<file path="src/alu_cfg.svh">
/* Width and depth defines for the ALU unit. */
`ifndef ALU_CFG_SVH
`define ALU_CFG_SVH

// Operand and result width.
`define ALU_WIDTH 32

// Command buffer depth, also the source credits after reset.
`define ALU_CMD_DEPTH 4

// Response buffer depth.
`define ALU_RSP_DEPTH 4

// Width of the command tag.
`define ALU_TAG_W 4

`endif

</file>
<file path="src/alu_ops_pkg.sv">
/* Instruction encoding of the ALU unit: function codes, decoded
   operation and condition flags. */
`include "alu_cfg.svh"

package alu_ops_pkg;

  // Function codes as used by the ALU datapath.
  typedef enum logic [3:0] {
    ALU_AND     = 4'h0,
    ALU_OR      = 4'h1,
    ALU_ADD     = 4'h2,
    ALU_SUB     = 4'h3,
    ALU_LSHIFT  = 4'h4,
    ALU_RSHIFTA = 4'h5,
    ALU_RSHIFTL = 4'h6,
    ALU_XOR     = 4'h7,
    ALU_MUL     = 4'h8,
    ALU_MULU    = 4'h9
  } alu_func_e;

  typedef struct packed {
    logic c; // Carry or borrow.
    logic z; // Zero.
    logic n; // Negative, result MSB.
    logic v; // Signed overflow.
  } alu_flags_t;

  typedef struct packed {
    alu_func_e              func;
    logic                   illegal;   // Code 10 to 15.
    logic                   use_flags; // Chain stored C and Z.
    logic [`ALU_TAG_W-1:0]  tag;
  } alu_op_t;

endpackage

</file>
<file path="src/alu_link_pkg.sv">
/* Command and response records of the two credit links. */
`include "alu_cfg.svh"

package alu_link_pkg;

  // Raw command, function code not yet checked.
  typedef struct packed {
    logic [3:0]             func;
    logic [`ALU_WIDTH-1:0]  in1;
    logic [`ALU_WIDTH-1:0]  in2;
    logic                   use_flags;
    logic [`ALU_TAG_W-1:0]  tag;
  } alu_cmd_t;

  typedef struct packed {
    logic [`ALU_TAG_W-1:0]  tag;
    logic [`ALU_WIDTH-1:0]  result;
    logic [`ALU_WIDTH-1:0]  high;    // Upper product word.
    alu_ops_pkg::alu_flags_t flags;
    logic                   illegal;
  } alu_rsp_t;

endpackage

</file>
<file path="src/alu_result.sv">
/* Response buffer, downstream credit counter and execute back-pressure. */
`timescale 1ns/1ps
`include "alu_cfg.svh"

module alu_result (
  input  logic                    clk,
  input  logic                    arst_n,
  input  logic                    res_valid,
  input  alu_link_pkg::alu_rsp_t  res,
  output logic                    exe_ready,
  input  logic                    rsp_credit,
  output logic                    rsp_valid,
  output alu_link_pkg::alu_rsp_t  rsp
);
  import alu_link_pkg::*;

  localparam int FREE_W = $clog2(`ALU_RSP_DEPTH + 1);
  localparam int CRD_W  = 8;

  logic [FREE_W-1:0] free_cnt;
  logic [CRD_W-1:0]  credit_cnt;
  logic              empty;
  logic              send;

  credit_fifo #(
    .payload_t (alu_rsp_t),
    .DEPTH     (`ALU_RSP_DEPTH)
  ) u_rsp_fifo (
    .clk      (clk),
    .arst_n   (arst_n),
    .push     (res_valid),
    .din      (res),
    .pop      (send),
    .dout     (rsp),
    .empty    (empty),
    .free_cnt (free_cnt)
  );

  assign send      = !empty && (credit_cnt != '0);
  assign rsp_valid = send;

  // Two slots beyond the registered result, one for the decode register
  // and one for the command popped now.
  assign exe_ready = (int'(free_cnt) >= 2 + int'(res_valid));

  always_ff @(posedge clk or negedge arst_n) begin
    if (!arst_n) begin
      credit_cnt <= '0;
    end else begin
      case ({rsp_credit, send})
        2'b10:   credit_cnt <= credit_cnt + 1'b1;
        2'b01:   credit_cnt <= credit_cnt - 1'b1;
        default: credit_cnt <= credit_cnt; // Grant and spend cancel.
      endcase
    end
  end

endmodule

</file>
<file path="src/credit_fifo.sv">
/* Circular FIFO with a type-parameter payload and a free slot count. */
`timescale 1ns/1ps

module credit_fifo #(
  parameter type payload_t = logic,
  parameter int  DEPTH     = 4
) (
  input  logic                         clk,
  input  logic                         arst_n,
  input  logic                         push,
  input  payload_t                     din,
  input  logic                         pop,
  output payload_t                     dout,
  output logic                         empty,
  output logic [$clog2(DEPTH+1)-1:0]   free_cnt
);

  localparam int PTR_W = (DEPTH > 1) ? $clog2(DEPTH) : 1;
  localparam int CNT_W = $clog2(DEPTH + 1);

  payload_t         mem [DEPTH];
  logic [PTR_W-1:0] wr_ptr;
  logic [PTR_W-1:0] rd_ptr;
  logic [CNT_W-1:0] count;

  // Wrap at DEPTH, which need not be a power of two.
  function automatic logic [PTR_W-1:0] next_ptr(input logic [PTR_W-1:0] ptr);
    return (ptr == PTR_W'(DEPTH - 1)) ? '0 : ptr + 1'b1;
  endfunction

  always_ff @(posedge clk or negedge arst_n) begin
    if (!arst_n) begin
      wr_ptr <= '0;
      rd_ptr <= '0;
      count  <= '0;
    end else begin
      if (push) wr_ptr <= next_ptr(wr_ptr);
      if (pop)  rd_ptr <= next_ptr(rd_ptr);
      case ({push, pop})
        2'b10:   count <= count + 1'b1;
        2'b01:   count <= count - 1'b1;
        default: count <= count;
      endcase
    end
  end

  always_ff @(posedge clk) begin
    if (push) mem[wr_ptr] <= din;
  end

  assign dout     = mem[rd_ptr];
  assign empty    = (count == '0);
  assign free_cnt = CNT_W'(DEPTH) - count;

endmodule

</file>
<file path="config.mk">
export PLATFORM = sky130hd
export DESIGN_NAME = alu_result
export DESIGN_NICKNAME = d
export VERILOG_FILES = /design/src/alu_ops_pkg.sv /design/src/alu_link_pkg.sv /design/src/alu_result.sv /design/src/credit_fifo.sv
export VERILOG_INCLUDE_DIRS = /design/src
export SDC_FILE = /design/constraint.sdc
export NUM_CORES = 1
export LEC_CHECK = 0
export ABC_AREA = 1
export BUFFER_PORTS_ARGS = -buffer_cell sky130_fd_sc_hd__buf_2
export CORE_MARGIN = 10
export CORE_UTILIZATION = 35
export DETAILED_ROUTE_END_ITERATION = 10
export PLACE_DENSITY_LB_ADDON = 0.12
export RECOVER_POWER = 100
export SLEW_MARGIN = 20
export SYNTH_ARGS = -nofsm -noshare
export SYNTH_HDL_FRONTEND = slang
export SYNTH_SLANG_ARGS = --single-unit
</file>
<file path="constraint.sdc">
create_clock -name clk -period 5.6 [get_ports clk]
set_clock_uncertainty 0.15 [all_clocks]
set_input_delay 0.56 -clock clk [delete_from_list [all_inputs] [get_ports clk]]
set_output_delay 0.56 -clock clk [all_outputs]
set_load 0.02 [all_outputs]
</file>
==> run summary, run 1 <==
Outcome = finished, violations left
Failing checks = max-capacitance violations, max-slew violations
Final instance area = 0.0141 mm^2
Pwr Total = 8.27 mW
Worst setup path endpoint = rsp[19]
RSZ-0062 raised after global routing = no
CTS root buf = clkbuf_16
WHS = 0.166 ns
Antenna Violating Nets Remaining = 0
PostCTS Resize Cnt = 0
Mapped cell area = 0.0120 mm^2
Worst Path Max Fanout = 97
CTS Buf Count = 36
# H-tree levels = 2
Setup WS pre-CTS = 2.29 ns
Vias per inst = 4.86
DR pass1 iterations = 4
Gpl congestion = 0.735
CTS clk-pin slew, worst paths = 0.05 ns
Hold/Removal Path Class = input port to flip-flop
Register-to-Register Setup Slack = 1.45 ns
Max-slew violations = 257
Seq/Total Area, Yosys = 76.5%
Largest net degree at the start of global routing = 98
Die width = 205 um
Comb pwr share = 33.8%
Area of the core = 0.0336 mm^2
Die height = 205 um
Skew-Pair Late Insertion Delay = 0.50 ns
Final Non-Filler Cells = 1,507
Placed cells = 1,442
Fin util = 41.9%
Arrival time worst endpoint = 3.68 ns
WL/cell = 18.8 um
Avg Inst Size Synth = 13.5 um^2
Iteration-0 DRC Markers = 407
Clock Path Buffers = 3
Peak Freq = 228 MHz
Hold violation total from the final report = 0
FF-to-FF path depth = 5
Req. time, crit path = 4.89 ns
Full die area = 0.0420 mm^2
Nets@finish = 1,123
Vias in the first global route = 7,498
Max-cap viol count = 7
Cell Rows = 67
Pwr/cell area = 587 mW/mm^2
CTS tree = built
PortBufs = 151
Internal power = 5.12 mW
Switching share of power = 38.0%
Crit Path Category = flip-flop to primary output
Syn Inst Count = 884
Largest area contributor in the netlist = edfxtp_1
Ratio of cells with drive above 1 in the final layout = 7.37%
Gr usage total = 13.2%
Maximum vdd drop = 0.261 mV
Dpl cell area = 0.0131 mm^2
Post-layout worst setup margin = 1.21 ns
Setup crit start = u_rsp_fifo.rd_ptr[0]
#FFs+latches synth = 307
Sw power = 3.14 mW
Initial Utilization = 35.6%
Sequential share of power = 38.4%
WL final = 28,300 um
Crit path time final = 4.39 ns
# setup viols final = 0
Total leakage power = 4.71 nW
P&R area growth vs syn = 17.7%
Worst setup SP type = flip-flop
Clk sinks = 307
Vias = 7,323
Tcrit/Tclk final = 78.4%
Synth cell types = 29
DRC = 0
Setup crit end kind = primary output
Clock power frac = 27.8%
Post-detail-place hpwl = 16,600 um
First-pass GRT wire length = 43,100 um
Area contributors post-synth = edfxtp_1 73%, o21ai_0 5.7%, nor2_1 4.8%, o22ai_1 3.8%, dfrtp_1 3.1%
Initial antenna violation count = 2
Grt total ovfl = 0
Least-Margin Pin Slew = 2.41 ns
RR Endpoint = u_rsp_fifo.mem[2][58]
Syn_nets = 974
FF-to-FF Start = u_rsp_fifo.wr_ptr[0]
Top-area cell type share of the netlist area = 73.3%
Relative slew slack = -61.0%
Final TNS setup = 0 ns
Ys Warns = 0
I/O pin cnt = 152
==> kinds of logic after synthesis <==
group,synth area share (%)
flip-flops,76.5
AND/OR/NAND/NOR,7.89
AO/OA/AOI/OAI,10.7
buffers and inverters,3.19
adder cells (fa/ha/maj),1.42
XOR/XNOR,0.293
==> cells in the final DEF, fill, tap and decap left out, types with 2 or more instances in the layout <==
cell type | Yosys | layout
inv_1 | 29 | 26
nor3_1 | 2 | 2
clkinv_2 | 0 | 6
clkbuf_1 | 27 | 158
buf_2 | 16 | 6
nor2_1 | 153 | 153
o22ai_1 | 73 | 73
o21ai_1 | 21 | 20
bufinv_16 | 0 | 4
clkinvlp_2 | 0 | 4
ha_1 | 12 | 12
nand3_1 | 13 | 14
inv_6 | 0 | 2
nor2_2 | 2 | 2
o21ai_0 | 137 | 139
nor2_4 | 2 | 2
xnor2_1 | 3 | 3
edfxtp_1 | 292 | 292
nand2_1 | 63 | 64
buf_4 | 6 | 5
clkbuf_2 | 1 | 2
clkbuf_16 | 0 | 37
dfrtp_1 | 15 | 13
clkinv_1 | 1 | 4
a21oi_1 | 2 | 2
inv_2 | 4 | 2
==> power groups by stage <==
stage | Clock, mW | Combinational [mW] | Sequential (mW)
2_1_floorplan | 0 | 2.06 | 3.11
4_1_cts | 2.36 | 3.01 | 3.16
6_report | 2.30 | 2.80 | 3.17
3_5_place_dp | 0 | 3.01 | 3.21
3_3_place_gp | 0 | 3.00 | 3.21
5_1_grt | 2.45 | 3.16 | 3.22
==> worst max-delay path: stages (launching register included) <==
cell and delay [ns]:
dfrtp_4 0.75, inv_2 1.31, buf_4 0.44, o21ai_0 0.12, o22ai_1 0.18, clkbuf_1 0.27
==> flip-flops by register name, indices dropped and copies added (netlist names) <==
signal,cells
u_rsp_fifo.mem,292
credit_cnt,8
u_rsp_fifo.count,3
u_rsp_fifo.rd_ptr,2
u_rsp_fifo.wr_ptr,2
==> worst min path at each step <==
stage	startpoint	endpoint	depth (start not counted)
floorplan	arst_n	credit_cnt[0]	0
finish	res[60]	u_rsp_fifo.mem[3][60]	1
detailed placement	u_rsp_fifo.count[0]	u_rsp_fifo.count[0]	1
global placement	u_rsp_fifo.count[0]	u_rsp_fifo.count[0]	1
CTS	res[38]	u_rsp_fifo.mem[2][38]	1
global route	res[10]	u_rsp_fifo.mem[2][10]	1
==> timing repair <==
| item | 4_1_cts | 5_1_grt |
|---|---|---|
| buffers inserted | 0 | 0 |
| hold endpoints to repair | 15 | 0 |
| hold buffers | 1 | 0 |
==> per-layer routing <==
metal	share of wire (%)	up-vias	GRT usage, %	wire, um
met5	0.035	-	0	10
met1	44	3582	16.3	12400
li1	-	3549	-	-
met3	4.7	48	2.86	1330
met4	2.0	2	3.83	572
met2	49	142	22.5	14000
==> area by class of cell <==
cell class	instances	area [um^2]
Clock buffer	47	973
Multi-Input combinational cell	491	2420
Clock inverter	16	190
Sequential cell	307	9150
Antenna cell	1	2.50
Timing Repair Buffer	163	647
Tap cell	448	561
Fill cell	3231	19500
Inverter	34	134
==> cell usage after synthesis <==
cell type / instances
edfxtp_1: 292
buf_6: 2
dfrtp_1: 15
inv_1: 29
nand3_2: 1
clkbuf_2: 1
inv_2: 4
a21oi_1: 2
nand3_1: 13
o22ai_1: 73
nor2_4: 2
nor3_1: 2
nor2_1: 153
a21o_1: 1
fa_1: 1
nand2_2: 2
o21ai_1: 21
clkbuf_1: 27
buf_2: 16
o21ai_0: 137
o21ai_2: 1
clkinv_1: 1
nand2_1: 63
nor2_2: 2
ha_1: 12
buf_4: 6
xnor2_1: 3
xor2_1: 1
o21bai_2: 1
Power figures use the tool's default switching activity.
==> inputs of run 2 (changes only) <==
Clock period 5.6 ns to 4.3 ns, I/O delays scaled along.
==> run summary, run 2 (synthesis results as in run 1) <==
Outcome = finished, violations left
Failing checks = max-capacitance violations, max-slew violations
Setup WS pre-CTS = 1.33 ns
Max stage delay on crit path = 1.04 ns
Vias = 7,529
Nets@finish = 1,193
Arrival time worst endpoint = 2.98 ns
Max-cap viol count = 3
# setup viols final = 0
Pwr Total = 10.6 mW
Clock power frac = 25.1%
Delay-heaviest family, CP = flip-flops
Vias per inst = 4.79
P&R area growth vs syn = 23.0%
Register-to-Register Setup Slack = 0.87 ns
Ratio of cells with drive above 1 in the final layout = 8.63%
Hold_sp = res[36]
Initial Utilization = 35.6%
Comb pwr share = 35.7%
Max-slew violations = 104
Crit Path Category = flip-flop to primary output
Worst Path Buf+Inv = 3
Relative slew slack = -30.7%
I/O pin cnt = 152
Commonest non-fill, non-tap cell in the layout = edfxtp_1
Die height = 205 um
Internal power = 6.49 mW
FF-to-FF path depth = 5
CTS tree = built
Req. time, crit path = 3.72 ns
Post-layout worst setup margin = 0.745 ns
Skew-Pair Late Insertion Delay = 0.50 ns
Fin util = 43.7%
Crit-path cells = clkinvlp_2, buf_4, o21ai_0, o22ai_1, buf_2
Most flop-heavy register = u_rsp_fifo.mem
FF-to-FF Start = u_rsp_fifo.wr_ptr[0]
Setup crit end kind = primary output
Sw power = 4.07 mW
Area of the core = 0.0336 mm^2
Vias in the first global route = 7,678
Placed cells = 1,444
Hold/Removal Path Class = input port to flip-flop
Post-CTS Setup Inserts = 0
Grt total ovfl = 0
PostCTS Resize Cnt = 0
Final TNS setup = 0 ns
Clock Path Buffers = 3
PortBufs = 151
# H-tree levels = 2
WL/cell = 18.0 um
Die width = 205 um
Worst setup path endpoint = rsp[39]
Setup crit start = u_rsp_fifo.rd_ptr[0]
Slowest CP cell = dfrtp_4
Tcrit/Tclk final = 82.7%
Biggest regs = u_rsp_fifo.mem (292), credit_cnt (8), u_rsp_fifo.count (3)
Total leakage power = 5.01 nW
Gpl congestion = 0.790
CTS clk-pin slew, worst paths = 0.06 ns
Gr usage total = 13.4%
Maximum vdd drop = 0.391 mV
Sequential share of power = 39.2%
DR pass1 iterations = 4
Initial antenna violation count = 1
RR Endpoint = u_rsp_fifo.mem[2][68]
Least-Margin Pin Slew = 1.95 ns
Worst setup SP type = flip-flop
Fillers = 3,168
Pwr/cell area = 718 mW/mm^2
Clk sinks = 307
Worst path depth = 5
Iteration-0 DRC Markers = 328
Max reg flops = 292
Antenna Violating Nets Remaining = 0
Full die area = 0.0420 mm^2
CTS Buf Count = 35
Worst Path Max Fanout = 87
RSZ-0062 raised after global routing = no
Crit path time final = 3.56 ns
Hold violation total from the final report = 0
Cell Rows = 67
First-pass GRT wire length = 44,200 um
Peak Freq = 281 MHz
Largest net degree at the start of global routing = 88
DRC = 0
WL final = 28,300 um
Most frequent cells in the layout = 292 x edfxtp_1, 158 x o21ai_0, 153 x nor2_1
Post-detail-place hpwl = 16,100 um
CTS root buf = clkbuf_16
Switching share of power = 38.6%
Final Non-Filler Cells = 1,573
-- run 2: cell types whose count changed in the layout (fill, tap and decap cells not counted), sizes merged --
cell	previous run	this run
clkinvlp	5	7
dlygate4sd3	1	70
inv	30	29
bufinv	4	1
clkbuf	198	172
clkinv	11	9
buf	11	38
-- run 2: worst min-delay path by stage --
stage	slack [ns]	cells past startpoint	to
detailed placement	0.22	1	credit_cnt[6]
finish	0.09	1	u_rsp_fifo.mem[1][36]
CTS	0.0002	1	u_rsp_fifo.mem[1][42]
global route	0.08	1	u_rsp_fifo.mem[0][42]
global placement	0.23	1	credit_cnt[6]
floorplan	-0.02	0	credit_cnt[0]
-- run 2: final cells by class --
| cell class | count | area (um^2) | share of cell area, % |
|---|---|---|---|
| sequential | 307 | 9150 | 62.2 |
| multi-input combinational | 491 | 2420 | 16.5 |
| timing repair buffer | 234 | 1430 | 9.73 |
| clock buffer | 46 | 917 | 6.24 |
| tap | 448 | 561 | 3.81 |
| inverter | 34 | 134 | 0.910 |
| clock inverter | 12 | 88.8 | 0.604 |
| antenna | 1 | 2.50 | 0.0170 |
-- run 2: power by group through the flow --
stage	logic (mW)	registers, mW	clock network [mW]
global route	4.25	4.19	2.87
floorplan	2.69	4.06	0
global placement	3.98	4.19	0
CTS	4.04	4.13	2.74
finish	3.77	4.13	2.65
detailed placement	3.97	4.19	0
-- run 2: timing repair --
action	4_1_cts	5_1_grt
endpoints found under the hold margin	288	0
hold buffers	70	0
endpoints found under the setup margin	0	0
-- run 2: stage by stage --
stage | cell area [um^2] | hold slack (ns)
floorplan | 12000 | -0.0156
global placement | 13200 | 0.233
detailed placement | 13200 | 0.225
CTS | 14900 | 0.000235
global route | 14700 | 0.0810
finish | 14700 | 0.0933
-- run 2: layer usage --
layer / part of all wire (%) / track usage [%]
met1: 45 / 17.3
met2: 48 / 22.3
met3: 4.4 / 2.80
met4: 2.1 / 4.02
met5: 0 / 0
