`config.mk`:
```
export PLATFORM = sky130hd
export DESIGN_NAME = alu_decode
export DESIGN_NICKNAME = d
export VERILOG_FILES = /design/src/alu_ops_pkg.sv /design/src/alu_link_pkg.sv /design/src/alu_decode.sv /design/src/credit_fifo.sv
export VERILOG_INCLUDE_DIRS = /design/src
export SDC_FILE = /design/constraint.sdc
export NUM_CORES = 1
export LEC_CHECK = 0
export ABC_CLOCK_PERIOD_IN_PS = 4350
export BUFFER_PORTS_ARGS = -buffer_cell sky130_fd_sc_hd__buf_4
export CAP_MARGIN = 10
export CORE_MARGIN = 4
export CORE_UTILIZATION = 45
export CTS_BUF_LIST = sky130_fd_sc_hd__clkbuf_4
export DETAILED_ROUTE_END_ITERATION = 10
export PLACE_DENSITY = 0.68
export SLEW_MARGIN = 20
export SYNTH_ARGS = -nofsm -noshare
export SYNTH_HDL_FRONTEND = slang
export SYNTH_SLANG_ARGS = --single-unit
```
`constraint.sdc`:
```
create_clock -name clk -period 4.35 [get_ports clk]
set_input_delay 0.87 -clock clk [delete_from_list [all_inputs] [get_ports clk]]
set_output_delay 0.87 -clock clk [all_outputs]
set_load 0.005 [all_outputs]
```
`src/alu_cfg.svh`:
```
/* Width and depth defines for the ALU unit. */
`ifndef ALU_CFG_SVH
`define ALU_CFG_SVH

// Operand and result width.
`define ALU_WIDTH 32

// Command buffer depth, also the source credits after reset.
`define ALU_CMD_DEPTH 4

// Response buffer depth.
`define ALU_RSP_DEPTH 4

// Width of the command tag.
`define ALU_TAG_W 4

`endif

```
`src/alu_ops_pkg.sv`:
```
/* Instruction encoding of the ALU unit: function codes, decoded
   operation and condition flags. */
`include "alu_cfg.svh"

package alu_ops_pkg;

  // Function codes as used by the ALU datapath.
  typedef enum logic [3:0] {
    ALU_AND     = 4'h0,
    ALU_OR      = 4'h1,
    ALU_ADD     = 4'h2,
    ALU_SUB     = 4'h3,
    ALU_LSHIFT  = 4'h4,
    ALU_RSHIFTA = 4'h5,
    ALU_RSHIFTL = 4'h6,
    ALU_XOR     = 4'h7,
    ALU_MUL     = 4'h8,
    ALU_MULU    = 4'h9
  } alu_func_e;

  typedef struct packed {
    logic c; // Carry or borrow.
    logic z; // Zero.
    logic n; // Negative, result MSB.
    logic v; // Signed overflow.
  } alu_flags_t;

  typedef struct packed {
    alu_func_e              func;
    logic                   illegal;   // Code 10 to 15.
    logic                   use_flags; // Chain stored C and Z.
    logic [`ALU_TAG_W-1:0]  tag;
  } alu_op_t;

endpackage

```
`src/alu_link_pkg.sv`:
```
/* Command and response records of the two credit links. */
`include "alu_cfg.svh"

package alu_link_pkg;

  // Raw command, function code not yet checked.
  typedef struct packed {
    logic [3:0]             func;
    logic [`ALU_WIDTH-1:0]  in1;
    logic [`ALU_WIDTH-1:0]  in2;
    logic                   use_flags;
    logic [`ALU_TAG_W-1:0]  tag;
  } alu_cmd_t;

  typedef struct packed {
    logic [`ALU_TAG_W-1:0]  tag;
    logic [`ALU_WIDTH-1:0]  result;
    logic [`ALU_WIDTH-1:0]  high;    // Upper product word.
    alu_ops_pkg::alu_flags_t flags;
    logic                   illegal;
  } alu_rsp_t;

endpackage

```
`src/alu_decode.sv`:
```
/* Command buffer, credit return and function code decoding. */
`timescale 1ns/1ps
`include "alu_cfg.svh"

module alu_decode (
  input  logic                    clk,
  input  logic                    arst_n,
  input  logic                    cmd_valid,
  input  alu_link_pkg::alu_cmd_t  cmd,
  output logic                    cmd_credit,
  input  logic                    exe_ready,
  output logic                    op_valid,
  output alu_ops_pkg::alu_op_t    op,
  output logic [`ALU_WIDTH-1:0]   in1,
  output logic [`ALU_WIDTH-1:0]   in2
);
  import alu_ops_pkg::*;
  import alu_link_pkg::*;

  alu_cmd_t head;
  alu_op_t  dec;
  logic     empty;
  logic     pop;

  // Source never overruns, it only sends against credits.
  credit_fifo #(
    .payload_t (alu_cmd_t),
    .DEPTH     (`ALU_CMD_DEPTH)
  ) u_cmd_fifo (
    .clk      (clk),
    .arst_n   (arst_n),
    .push     (cmd_valid),
    .din      (cmd),
    .pop      (pop),
    .dout     (head),
    .empty    (empty),
    .free_cnt ()
  );

  assign pop = exe_ready && !empty;

  always_comb begin
    dec.func      = alu_func_e'(head.func); // Undefined codes hit the ALU pass-through.
    dec.use_flags = head.use_flags;
    dec.tag       = head.tag;
    case (head.func)
      ALU_AND, ALU_OR, ALU_XOR, ALU_ADD, ALU_SUB,
      ALU_LSHIFT, ALU_RSHIFTA, ALU_RSHIFTL,
      ALU_MUL, ALU_MULU: dec.illegal = 1'b0;
      default:           dec.illegal = 1'b1;
    endcase
  end

  always_ff @(posedge clk or negedge arst_n) begin
    if (!arst_n) begin
      op_valid   <= 1'b0;
      cmd_credit <= 1'b0;
    end else begin
      op_valid   <= pop;
      cmd_credit <= pop; // One credit per freed slot.
    end
  end

  always_ff @(posedge clk) begin
    if (pop) begin
      op  <= dec;
      in1 <= head.in1;
      in2 <= head.in2;
    end
  end

endmodule

```
`src/credit_fifo.sv`:
```
/* Circular FIFO with a type-parameter payload and a free slot count. */
`timescale 1ns/1ps

module credit_fifo #(
  parameter type payload_t = logic,
  parameter int  DEPTH     = 4
) (
  input  logic                         clk,
  input  logic                         arst_n,
  input  logic                         push,
  input  payload_t                     din,
  input  logic                         pop,
  output payload_t                     dout,
  output logic                         empty,
  output logic [$clog2(DEPTH+1)-1:0]   free_cnt
);

  localparam int PTR_W = (DEPTH > 1) ? $clog2(DEPTH) : 1;
  localparam int CNT_W = $clog2(DEPTH + 1);

  payload_t         mem [DEPTH];
  logic [PTR_W-1:0] wr_ptr;
  logic [PTR_W-1:0] rd_ptr;
  logic [CNT_W-1:0] count;

  // Wrap at DEPTH, which need not be a power of two.
  function automatic logic [PTR_W-1:0] next_ptr(input logic [PTR_W-1:0] ptr);
    return (ptr == PTR_W'(DEPTH - 1)) ? '0 : ptr + 1'b1;
  endfunction

  always_ff @(posedge clk or negedge arst_n) begin
    if (!arst_n) begin
      wr_ptr <= '0;
      rd_ptr <= '0;
      count  <= '0;
    end else begin
      if (push) wr_ptr <= next_ptr(wr_ptr);
      if (pop)  rd_ptr <= next_ptr(rd_ptr);
      case ({push, pop})
        2'b10:   count <= count + 1'b1;
        2'b01:   count <= count - 1'b1;
        default: count <= count;
      endcase
    end
  end

  always_ff @(posedge clk) begin
    if (push) mem[wr_ptr] <= din;
  end

  assign dout     = mem[rd_ptr];
  assign empty    = (count == '0);
  assign free_cnt = CNT_W'(DEPTH) - count;

endmodule

```
==> metrics.txt, run 1 <==
Final HPWL DP 14.00 mm; worst-skew pair later-pin latency 680 ps; WS Path Type reg2reg; fin nets 815; final hold violations 0; P per Cell Area 634.3 mW/mm²; Mapped Cells 496; outcome finished, final reports clean; met3 usage 0.05679; Max Slew Vio Count 0; top cell type's share of synthesized area 0.8275; Max stage delay on crit path 1000 ps; most common cell after layout, fill and taps aside edfxtp_1; Ports 153; hold_sp cmd[26]; Core Footprint 0.02894 mm²; CTS H-tree lvls 3; Max-Cap Viols 0; RR Startpoint u_cmd_fifo.rd_ptr[0]$_DFFE_PN0P_; Tot GR Track Use 0.1461; Leakage 0.005554 µW; vias in the first global route 6590; DR vias/cell 4.990; register area share after synthesis 0.8426; Die Area 0.03233 mm²; Largest delay share family, worst path flip-flops; height of the die 179.8 µm; Synth-to-Final Area Change 20.26%; clk_skew 31.85 ps; fin crit share 0.5292; fmax 434.4 MHz; Worst Hold Class in2reg; Peak VDD IR 341.1 µV; FP Rows 62; M2 GR Usage 0.2440; maximum root-to-sink buffer count 3; Detailed Route WL 23.72 mm; CP Cell Sequence buf_4 > mux4_2; Synth area leaders edfxtp_1, mux4_2, dfrtp_1; met1 Use GR 0.1713; Syn Area/Cell 26.78 µm²; crit-path max FO 44; setup TNS 0 ps; Yosys cell types 25; final-report setup violation count 0; first-pass GRT wire length 36.36 mm; Worst EP arrival 2700 ps; Routed wire per std cell 20.12 µm; Iteration-0 DRC Markers 382; Initial Utilization 0.4590; layout cells sized above 1 0.4748; CTS Root Cell clkbuf_4; crit path launch type flip-flop; Synth warnings 0; Crit path buffers/inverters 1; Critical Path Sink Type flip-flop; largest area contributor in the netlist edfxtp_1; port buffer count 152; Critical Path Start u_cmd_fifo.rd_ptr[0]$_DFFE_PN0P_; worst path required time 4750 ps; Tot Pwr 10130 µW; syn_nets 580; 1st-pass router iterations 4; TritonCTS buffer count 88; Mapped Area 0.01328 mm²; commonest non-fill, non-tap cells in the layout edfxtp_1, buf_4, clkbuf_4; # clock sinks 374; Via Count 5883; Max-slew headroom 0.2865; DRC 0; TritonCTS clock tree built; initial antenna violation count 3; grt total ovfl 0; Worst-path clk slew 60 ps; post-route ant nets 0; post-CTS repair timing setup buffer count 0; FF+latch count, synth 374; Top Usage Layer GRT met2; RePlAce Congestion 0.6736; setup repair after global routing missed its margin no; CP max stage cell dfrtp_4; Worst Max-Slew Pin Slew 1070 ps; die width 179.8 µm; fin crit period 2302 ps; largest net degree at the start of global routing 76
layout make-up:
class                           count  area, µm²
Clock buffer                      132      991.0
Multi-Input combinational cell     98       1881
Timing Repair Buffer              162       1251
Antenna cell                        1      2.502
Fill cell                        2166      12960
Tap cell                          384      480.5
Inverter                            7      28.78
Clock inverter                     21      140.1
Sequential cell                   374      11200
flip-flops by register name, indices dropped and copies added (netlist names):
signal / cells
u_cmd_fifo.count: 3
in2: 32
u_cmd_fifo.wr_ptr: 2
op: 10
in1: 32
u_cmd_fifo.rd_ptr: 2
op_valid: 1
u_cmd_fifo.mem: 292
synth_stat cells:
cell type,number
ha_1,6
buf_8,1
and2_1,4
nand2_1,1
buf_12,6
xor2_1,2
o21ai_0,2
or3_1,1
o31ai_1,1
buf_2,8
fa_1,1
buf_6,1
dfrtp_1,8
inv_1,7
mux2_2,1
mux4_1,2
o21a_1,1
mux2i_1,1
a21o_1,1
mux4_2,71
buf_4,1
nor2_1,1
nor3_1,1
xnor2_1,1
edfxtp_1,366
final timing paths:
kind	slack [ps]	depth (start not counted)	end
min in group asynchronous	550	2	u_cmd_fifo.wr_ptr[0]$_DFFE_PN0P_
min	400	1	u_cmd_fifo.mem[1][26]$_DFFE_PP_
max in group asynchronous	3630	2	u_cmd_fifo.rd_ptr[0]$_DFFE_PN0P_
max	2050	2	in2[30]$_DFFE_PP_
min reg2reg	500	1	u_cmd_fifo.count[2]$_DFFE_PN0P_
max reg2reg	2050	2	in2[30]$_DFFE_PP_
per-stage QoR:
step	instance area (µm²)	utilization	setup WS [ps]	hold WS, ps	cells
after global routing	15970	0.5520	1839	291.5	1179
after floorplan	13280	-	596.5	444.1	496
after detailed placement	14780	0.5109	1889	479.2	1022
after global placement	14780	0.5109	1920	462.2	1022
after CTS	15920	0.5503	1955	313.4	1176
final	15970	0.5520	2048	397.0	1179
metal layers:
| metal | share of wire | routed length, µm |
|---|---|---|
| met1 | 0.38 | 8947 |
| met2 | 0.52 | 12380 |
| met3 | 0.083 | 1975 |
| met4 | 0.017 | 395 |
| met5 | 0.00097 | 23 |
cells by family (layout without fill, tap and decap cells):
logic type	after synthesis	count (layout)	synth area share
buf+inv	24	322	0.01658
mux	75	75	0.1260
other cells	0	1	0
flops	374	374	0.8426
xor+xnor	3	3	0.001979
compound gates	5	5	0.002450
simple gates	8	8	0.003296
fa+ha+maj	7	7	0.007160
report_power, final:
group | switching [µW] | internal (µW)
clock | 1250 | 1500
combinational | 806 | 1140
sequential | 490 | 4940
worst reg2reg max path, stage by stage, from the launching register on:
cell	delay, ps
dfrtp_4	1000
buf_4	490
mux4_2	560
what timing repair did:
| item | in CTS | in global routing |
|---|---|---|
| endpoints found under the hold margin | 8 | 0 |
| hold buffers | 1 | 0 |
| gates resized for setup | 0 | 0 |
No activity file was read; power rests on OpenSTA's default activity.
==> inputs of run 2 (changes only) <==
- ABC_CLOCK_PERIOD_IN_PS: 4350 -> 2300
- clock period: 4.35 -> 2.3 ns (I/O delays scaled with it)
==> run 2 against run 1 <==
Flip-flop and latch count stayed put. Setup slack lost 1700 ps. Core utilization grew 3.1 points. Cell count increased by 7.5%. Final area rose by 5.6%. Non-clock buffer count rose by 79. Clock-buffer cell count shrank 9. Critical path type unchanged.
==> metrics.txt, run 2 (synthesis results as in run 1) <==
outcome finished, final reports clean (unchanged); Peak VDD IR 850.2 µV (was 341.1 µV); setup repair after global routing missed its margin no (unchanged); WS Path Type reg2reg (unchanged); Iteration-0 DRC Markers 339 (was 382); max reg flops 292 (unchanged); CTS Root Cell clkbuf_4 (unchanged); Routed wire per std cell 19.12 µm (was 20.12 µm); final-report setup violation count 0 (unchanged); Worst-path clk slew 70 ps (was 60 ps); Clock Power Share 0.258 (was 0.271); fin crit period 1927 ps (was 2302 ps); CP Cell Sequence o31ai_4 > clkinvlp_4 > ha_4 > inv_2 > fa_2 > xor2_1 > nor2_1 > xor2_1 (was buf_4 > mux4_2); # clock sinks 374 (unchanged); Worst EP arrival 2460 ps (was 2700 ps); CTS H-tree lvls 3 (unchanged); RePlAce Congestion 0.7445 (was 0.6736); TritonCTS clock tree built (unchanged); Internal 14380 µW (was 7584 µW); worst-skew pair later-pin latency 680 ps (about the same); Critical Path Sink Type flip-flop (unchanged); fin nets 897 (was 815); fmax 518.9 MHz (was 434.4 MHz); DR vias/cell 4.962 (was 4.990); die width 179.8 µm (unchanged); Leakage 0.005896 µW (was 0.005554 µW); Hold-fix buffers, CTS 75 (was 1); first-pass GRT wire length 38.63 mm (was 36.36 mm); Reg power frac 0.518 (was 0.536); port buffer count 152 (unchanged); Core Footprint 0.02894 mm² (unchanged); initial antenna violation count 2 (was 3); CTS resizes 0 (unchanged); Max Slew Vio Count 0 (unchanged); worst path required time 2830 ps (was 4750 ps); Fin Hold WS 161.5 ps (was 397.0 ps); Tot GR Track Use 0.1527 (was 0.1461); Gate power share 0.224 (was 0.192); post-CTS repair timing setup buffer count 0 (unchanged); layout cells sized above 1 0.4284 (was 0.4748); Max-slew headroom 0.5968 (was 0.2865); crit-path max FO 4 (was 44); final hold violations 0 (unchanged); vias in the first global route 7184 (was 6590); TritonCTS buffer count 91 (was 88); Largest regs u_cmd_fifo.mem: 292 flops, in1: 32 flops, in2: 32 flops (unchanged); Final Util 0.5829 (was 0.5520); DRC 0 (unchanged); Detailed Route WL 24.23 mm (was 23.72 mm); RR Startpoint u_cmd_fifo.count[1]$_DFFE_PN0P_ (was u_cmd_fifo.rd_ptr[0]$_DFFE_PN0P_); Max-Cap Viols 0 (unchanged); Via Count 6287 (was 5883); commonest non-fill, non-tap cells in the layout edfxtp_1, buf_4, clkbuf_4 (unchanged); crit path launch type flip-flop (unchanged); Sw Pwr 4999 µW (was 2547 µW); largest net degree at the start of global routing 76 (unchanged); maximum root-to-sink buffer count 3 (unchanged); Critical Path Start u_cmd_fifo.count[1]$_DFFE_PN0P_ (was u_cmd_fifo.rd_ptr[0]$_DFFE_PN0P_); P per Cell Area 1149 mW/mm² (was 634.3 mW/mm²); Reg with most FFs u_cmd_fifo.mem (unchanged); FP Rows 62 (unchanged); most common cell after layout, fill and taps aside edfxtp_1 (unchanged); clk_skew 46.96 ps (was 31.85 ps); Final HPWL DP 13.81 mm (was 14.00 mm); CP max stage cell dfrtp_1 (was dfrtp_4); Sw Share 0.2580 (was 0.2514); Max stage delay on crit path 410 ps (was 1000 ps); Initial Utilization 0.4590 (unchanged); 1st-pass router iterations 6 (was 4); Worst Hold Class in2async (was in2reg); Worst Max-Slew Pin Slew 604.8 ps (was 1070 ps); height of the die 179.8 µm (unchanged); grt total ovfl 0 (unchanged); crit-path most repeated cell xor2_1; Ports 153 (unchanged); post-route ant nets 0 (unchanged); fin crit share 0.8379 (was 0.5292); Die Area 0.03233 mm² (unchanged); Synth-to-Final Area Change 26.99% (was 20.26%)
==> run 2: final cells by class <==
class	instances	area (µm²)
multi-input combinational	98	1909
timing repair buffer	241	2147
sequential	374	11200
clock buffer	123	923.4
fill	2126	12070
inverter	7	30.03
clock inverter	37	170.2
tap	384	480.5
antenna	3	7.507
==> run 2: per-layer routing <==
layer,track usage,part of all wire
met1,0.1908,0.41
met2,0.2594,0.52
met3,0.04365,0.059
met4,0.05090,0.014
met5,0,0
==> run 2: power by group through the flow <==
| stage | clock (µW) | combinational [µW] | sequential [µW] |
|---|---|---|---|
| after global placement | 0 | 4250 | 10100 |
| after CTS | 5210 | 4470 | 10100 |
| after global routing | 5630 | 4730 | 10200 |
| final | 5000 | 4350 | 10000 |
| after detailed placement | 0 | 4360 | 10200 |
| after floorplan | 0 | 2760 | 9860 |
==> run 2: through the flow <==
stage | power (µW) | setup WS (ps) | area, µm² | std cells | setup TNS, ps
floorplan | 12620 | -616.5 | 13320 | 496 | -2463
global placement | 14360 | 438.6 | 15010 | 1029 | 0
detailed placement | 14540 | 404.1 | 15010 | 1029 | 0
CTS | 19740 | 406.8 | 16860 | 1264 | 0
global route | 20530 | 264.4 | 16870 | 1267 | 0
finish | 19380 | 372.8 | 16870 | 1267 | 0
==> run 2: critical path, delay by kind of cell (launching register included) <==
kind | cells | cell delay (ps)
flip-flops | 1 | 410
adder cells (fa/ha/maj) | 2 | 390
buffers and inverters | 2 | 270
AND/OR/NAND/NOR | 1 | 80
AO/OA/AOI/OAI | 1 | 360
XOR/XNOR | 2 | 310
==> run 2: worst paths after layout <==
check | to | slack, ps | cells after the start
worst min register to register | u_cmd_fifo.count[2]$_DFFE_PN0P_ | 560 | 1
worst max register to register | u_cmd_fifo.count[2]$_DFFE_PN0P_ | 370 | 8
worst min-delay path | u_cmd_fifo.rd_ptr[1]$_DFFE_PN0P_ | 160 | 2
max in group asynchronous | u_cmd_fifo.rd_ptr[0]$_DFFE_PN0P_ | 1990 | 2
min in group clk | u_cmd_fifo.rd_ptr[0]$_DFFE_PN0P_ | 170 | 3
worst max-delay path | u_cmd_fifo.count[2]$_DFFE_PN0P_ | 370 | 8
==> inputs of run 3 (changes only) <==
- ABC_AREA: default -> 1
- ABC_CLOCK_PERIOD_IN_PS: 2300 -> 1900
- clock period: 2.3 -> 1.9 ns (I/O delays scaled with it)
==> run 3 against run 2 <==
Sequential share of layout area shrank 1.3 points. Sequential power up 20%. Largest cell class unchanged. Cell count grew 26%. Clock power up 23%.
==> metrics.txt, run 3 <==
fin nets 1223 (was 897); Worst EP arrival 2390 ps (was 2460 ps); Worst Max-Slew Pin Slew 499.5 ps (was 604.8 ps); fin crit period 1804 ps (was 1927 ps); DR vias/cell 5.038 (was 4.962); CTS Root Cell clkbuf_4 (unchanged); # clock sinks 374 (unchanged); top cell type's share of synthesized area 0.8136 (was 0.8275); r2r endpoint u_cmd_fifo.count[2]$_DFFE_PN0P_ (unchanged); Die Area 0.03286 mm² (was 0.03233 mm²); first-pass GRT wire length 43.59 mm (was 38.63 mm); RR Startpoint u_cmd_fifo.count[1]$_DFFE_PN0P_ (unchanged); FFs w/ async S/R, synth 0.02139 (unchanged); Worst R2R Setup Slack 100 ps (was 370 ps); Setup crit end u_cmd_fifo.count[2]$_DFFE_PN0P_ (unchanged); height of the die 181.3 µm (was 179.8 µm); most numerous cell in the Yosys netlist edfxtp_1 (unchanged); die width 181.3 µm (was 179.8 µm); setup repair after global routing missed its margin no (unchanged); crit-path max FO 3 (was 4); Detailed Route WL 27.84 mm (was 24.23 mm); Via Count 8045 (was 6287); Max-Cap Viols 0 (unchanged); grt total ovfl 0 (unchanged); Yosys cell types 23 (was 25); crit path launch type flip-flop (unchanged); max reg flops 292 (unchanged); clk_skew 35.02 ps (was 46.96 ps); top post-synthesis cells by count edfxtp_1, nor2_1, o21ai_0 (was edfxtp_1, mux4_2, buf_2, dfrtp_1, inv_1); Critical Path Sink Type flip-flop (unchanged); final-report setup violation count 0 (unchanged); Synth-to-Final Area Change 27.22% (was 26.99%); fin area 0.01719 mm² (was 0.01687 mm²); Critical Path Start u_cmd_fifo.count[1]$_DFFE_PN0P_ (unchanged); Mapped Cells 843 (was 496); Reg with most FFs u_cmd_fifo.mem (unchanged); WS Path Type reg2reg (unchanged); RePlAce Congestion 0.7143 (was 0.7445); CTS resizes 0 (unchanged); TritonCTS clock tree built (unchanged); fin crit share 0.9493 (was 0.8379); Post-synth EDFFs 366 (unchanged); Iteration-0 DRC Markers 764 (was 339); FP Rows 63 (was 62); Worst-path clk slew 60 ps (was 70 ps); fmax 554.4 MHz (was 518.9 MHz); most common cell after layout, fill and taps aside edfxtp_1 (unchanged); Max-slew headroom 0.6670 (was 0.5968); CTS H-tree lvls 3 (unchanged); maximum root-to-sink buffer count 3 (unchanged); syn_nets 927 (was 580); Fin Hold WS 208.8 ps (was 161.5 ps); worst path required time 2490 ps (was 2830 ps); Syn Area/Cell 16.03 µm² (was 26.78 µm²); Tot GR Track Use 0.1678 (was 0.1527); port buffer count 152 (unchanged); setup TNS 0 ps (unchanged); initial antenna violation count 1 (was 2); 1st-pass router iterations 5 (was 6); DRC 0 (unchanged); R2R cell count 10 (was 8); post-route ant nets 0 (unchanged); Synth warnings 0 (unchanged); Core Footprint 0.02964 mm² (was 0.02894 mm²); Main synth FF type edfxtp_1 (unchanged); P per Cell Area 1448 mW/mm² (was 1149 mW/mm²); commonest non-fill, non-tap cells in the layout edfxtp_1, buf_4, nor2_1 (was edfxtp_1, buf_4, clkbuf_4); final hold violations 0 (unchanged); Post-DP Area 0.01530 mm² (was 0.01501 mm²); FF+latch count, synth 374 (unchanged); Largest regs u_cmd_fifo.mem: 292 flops, in1: 32 flops, in2: 32 flops (unchanged); register area share after synthesis 0.8284 (was 0.8426); layout cells sized above 1 0.2886 (was 0.4284); Mapped Area 0.01351 mm² (was 0.01328 mm²); # fillers 2337 (was 2126); Leakage 0.006119 µW (was 0.005896 µW); Final HPWL DP 15.79 mm (was 13.81 mm); Max Slew Vio Count 0 (unchanged); Ports 153 (unchanged); final cell count without fillers 1597 (was 1267); Worst Hold Class in2reg (was in2async); TritonCTS buffer count 91 (unchanged); Peak VDD IR 589.3 µV (was 850.2 µV); vias in the first global route 8315 (was 7184); dpl cells 1358 (was 1029); largest net degree at the start of global routing 80 (was 76); Synth area leaders edfxtp_1, o21ai_0, nor2_1 (was edfxtp_1, mux4_2, dfrtp_1); largest area contributor in the netlist edfxtp_1 (unchanged); Tot Pwr 24890 µW (was 19380 µW); Routed wire per std cell 17.43 µm (was 19.12 µm); outcome finished, final reports clean (unchanged); Initial Utilization 0.4558 (was 0.4590); worst-skew pair later-pin latency 680 ps (about the same)
==> run 3: critical path, stage by stage, from the launching register on <==
cell and delay, ps:
dfrtp_1 370, inv_2 60, nand3_2 70, nand2_2 70
clkinvlp_4 90, ha_4 130, inv_2 40, fa_1 390
or2_2 300, nand2_1 80, xor2_1 140
==> run 3: timing repair <==
action | CTS | global route
endpoints found under the hold margin | 302 | 0
endpoints found under the setup margin | 0 | 1
buffers inserted | 0 | 1
hold buffers | 77 | 0
==> run 3: worst min path at each step <==
stage / depth (start not counted) / to / from / slack [ps]
floorplan: 0 / op_valid$_DFF_PN0_ / arst_n / 80
global placement: 1 / u_cmd_fifo.wr_ptr[0]$_DFFE_PN0P_ / arst_n / 210
detailed placement: 1 / u_cmd_fifo.wr_ptr[0]$_DFFE_PN0P_ / arst_n / 220
CTS: 5 / u_cmd_fifo.count[0]$_DFFE_PN0P_ / exe_ready / 160
global route: 5 / u_cmd_fifo.count[1]$_DFFE_PN0P_ / exe_ready / 160
finish: 5 / u_cmd_fifo.count[0]$_DFFE_PN0P_ / exe_ready / 210
==> run 3: cells by family (layout without fill, tap and decap cells) <==
kind of cell | Yosys count | count (layout) | share of synthesized area
flip-flops | 374 | 374 | 0.8284
AO/OA/AOI/OAI | 217 | 217 | 0.08715
AND/OR/NAND/NOR | 176 | 176 | 0.05029
buffers and inverters | 67 | 430 | 0.02584
adder cells (fa/ha/maj) | 7 | 7 | 0.007039
XOR/XNOR | 2 | 2 | 0.001297
other | 0 | 1 | 0
==> run 3: final cells by class <==
cell class	count	area [µm²]	area share
Antenna cell	1	2.502	0.0001456
Clock buffer	133	998.5	0.05810
Clock inverter	27	110.1	0.006407
Inverter	17	85.08	0.004950
Multi-Input combinational cell	402	2039	0.1187
Sequential cell	374	11200	0.6514
Tap cell	390	488.0	0.02839
Timing Repair Buffer	253	2267	0.1319
==> run 3: layer usage <==
layer,global-route usage,share of wire,vias to the layer above
met1,0.2125,0.41,3902
met4,0.05494,0.015,0
met5,0,0,-
met3,0.04651,0.061,37
li1,-,-,3835
met2,0.2821,0.51,271
==> run 3: through the flow <==
step / utilization / worst slack [ps]
final: 0.5799 / 96.27
after floorplan: - / -814.9
after detailed placement: 0.5161 / 60.36
after CTS: 0.5795 / 49.45
after global routing: 0.5799 / 22.92
after global placement: 0.5161 / 112.5
==> run 3: report_power, final <==
group	total, µW	internal, µW	leakage (µW)	switching (µW)
clock network	6140	3210	0.000676	2940
logic	6760	2660	0.00195	4110
registers	12000	11400	0.00349	546
total	24900	17300	0.00612	7590
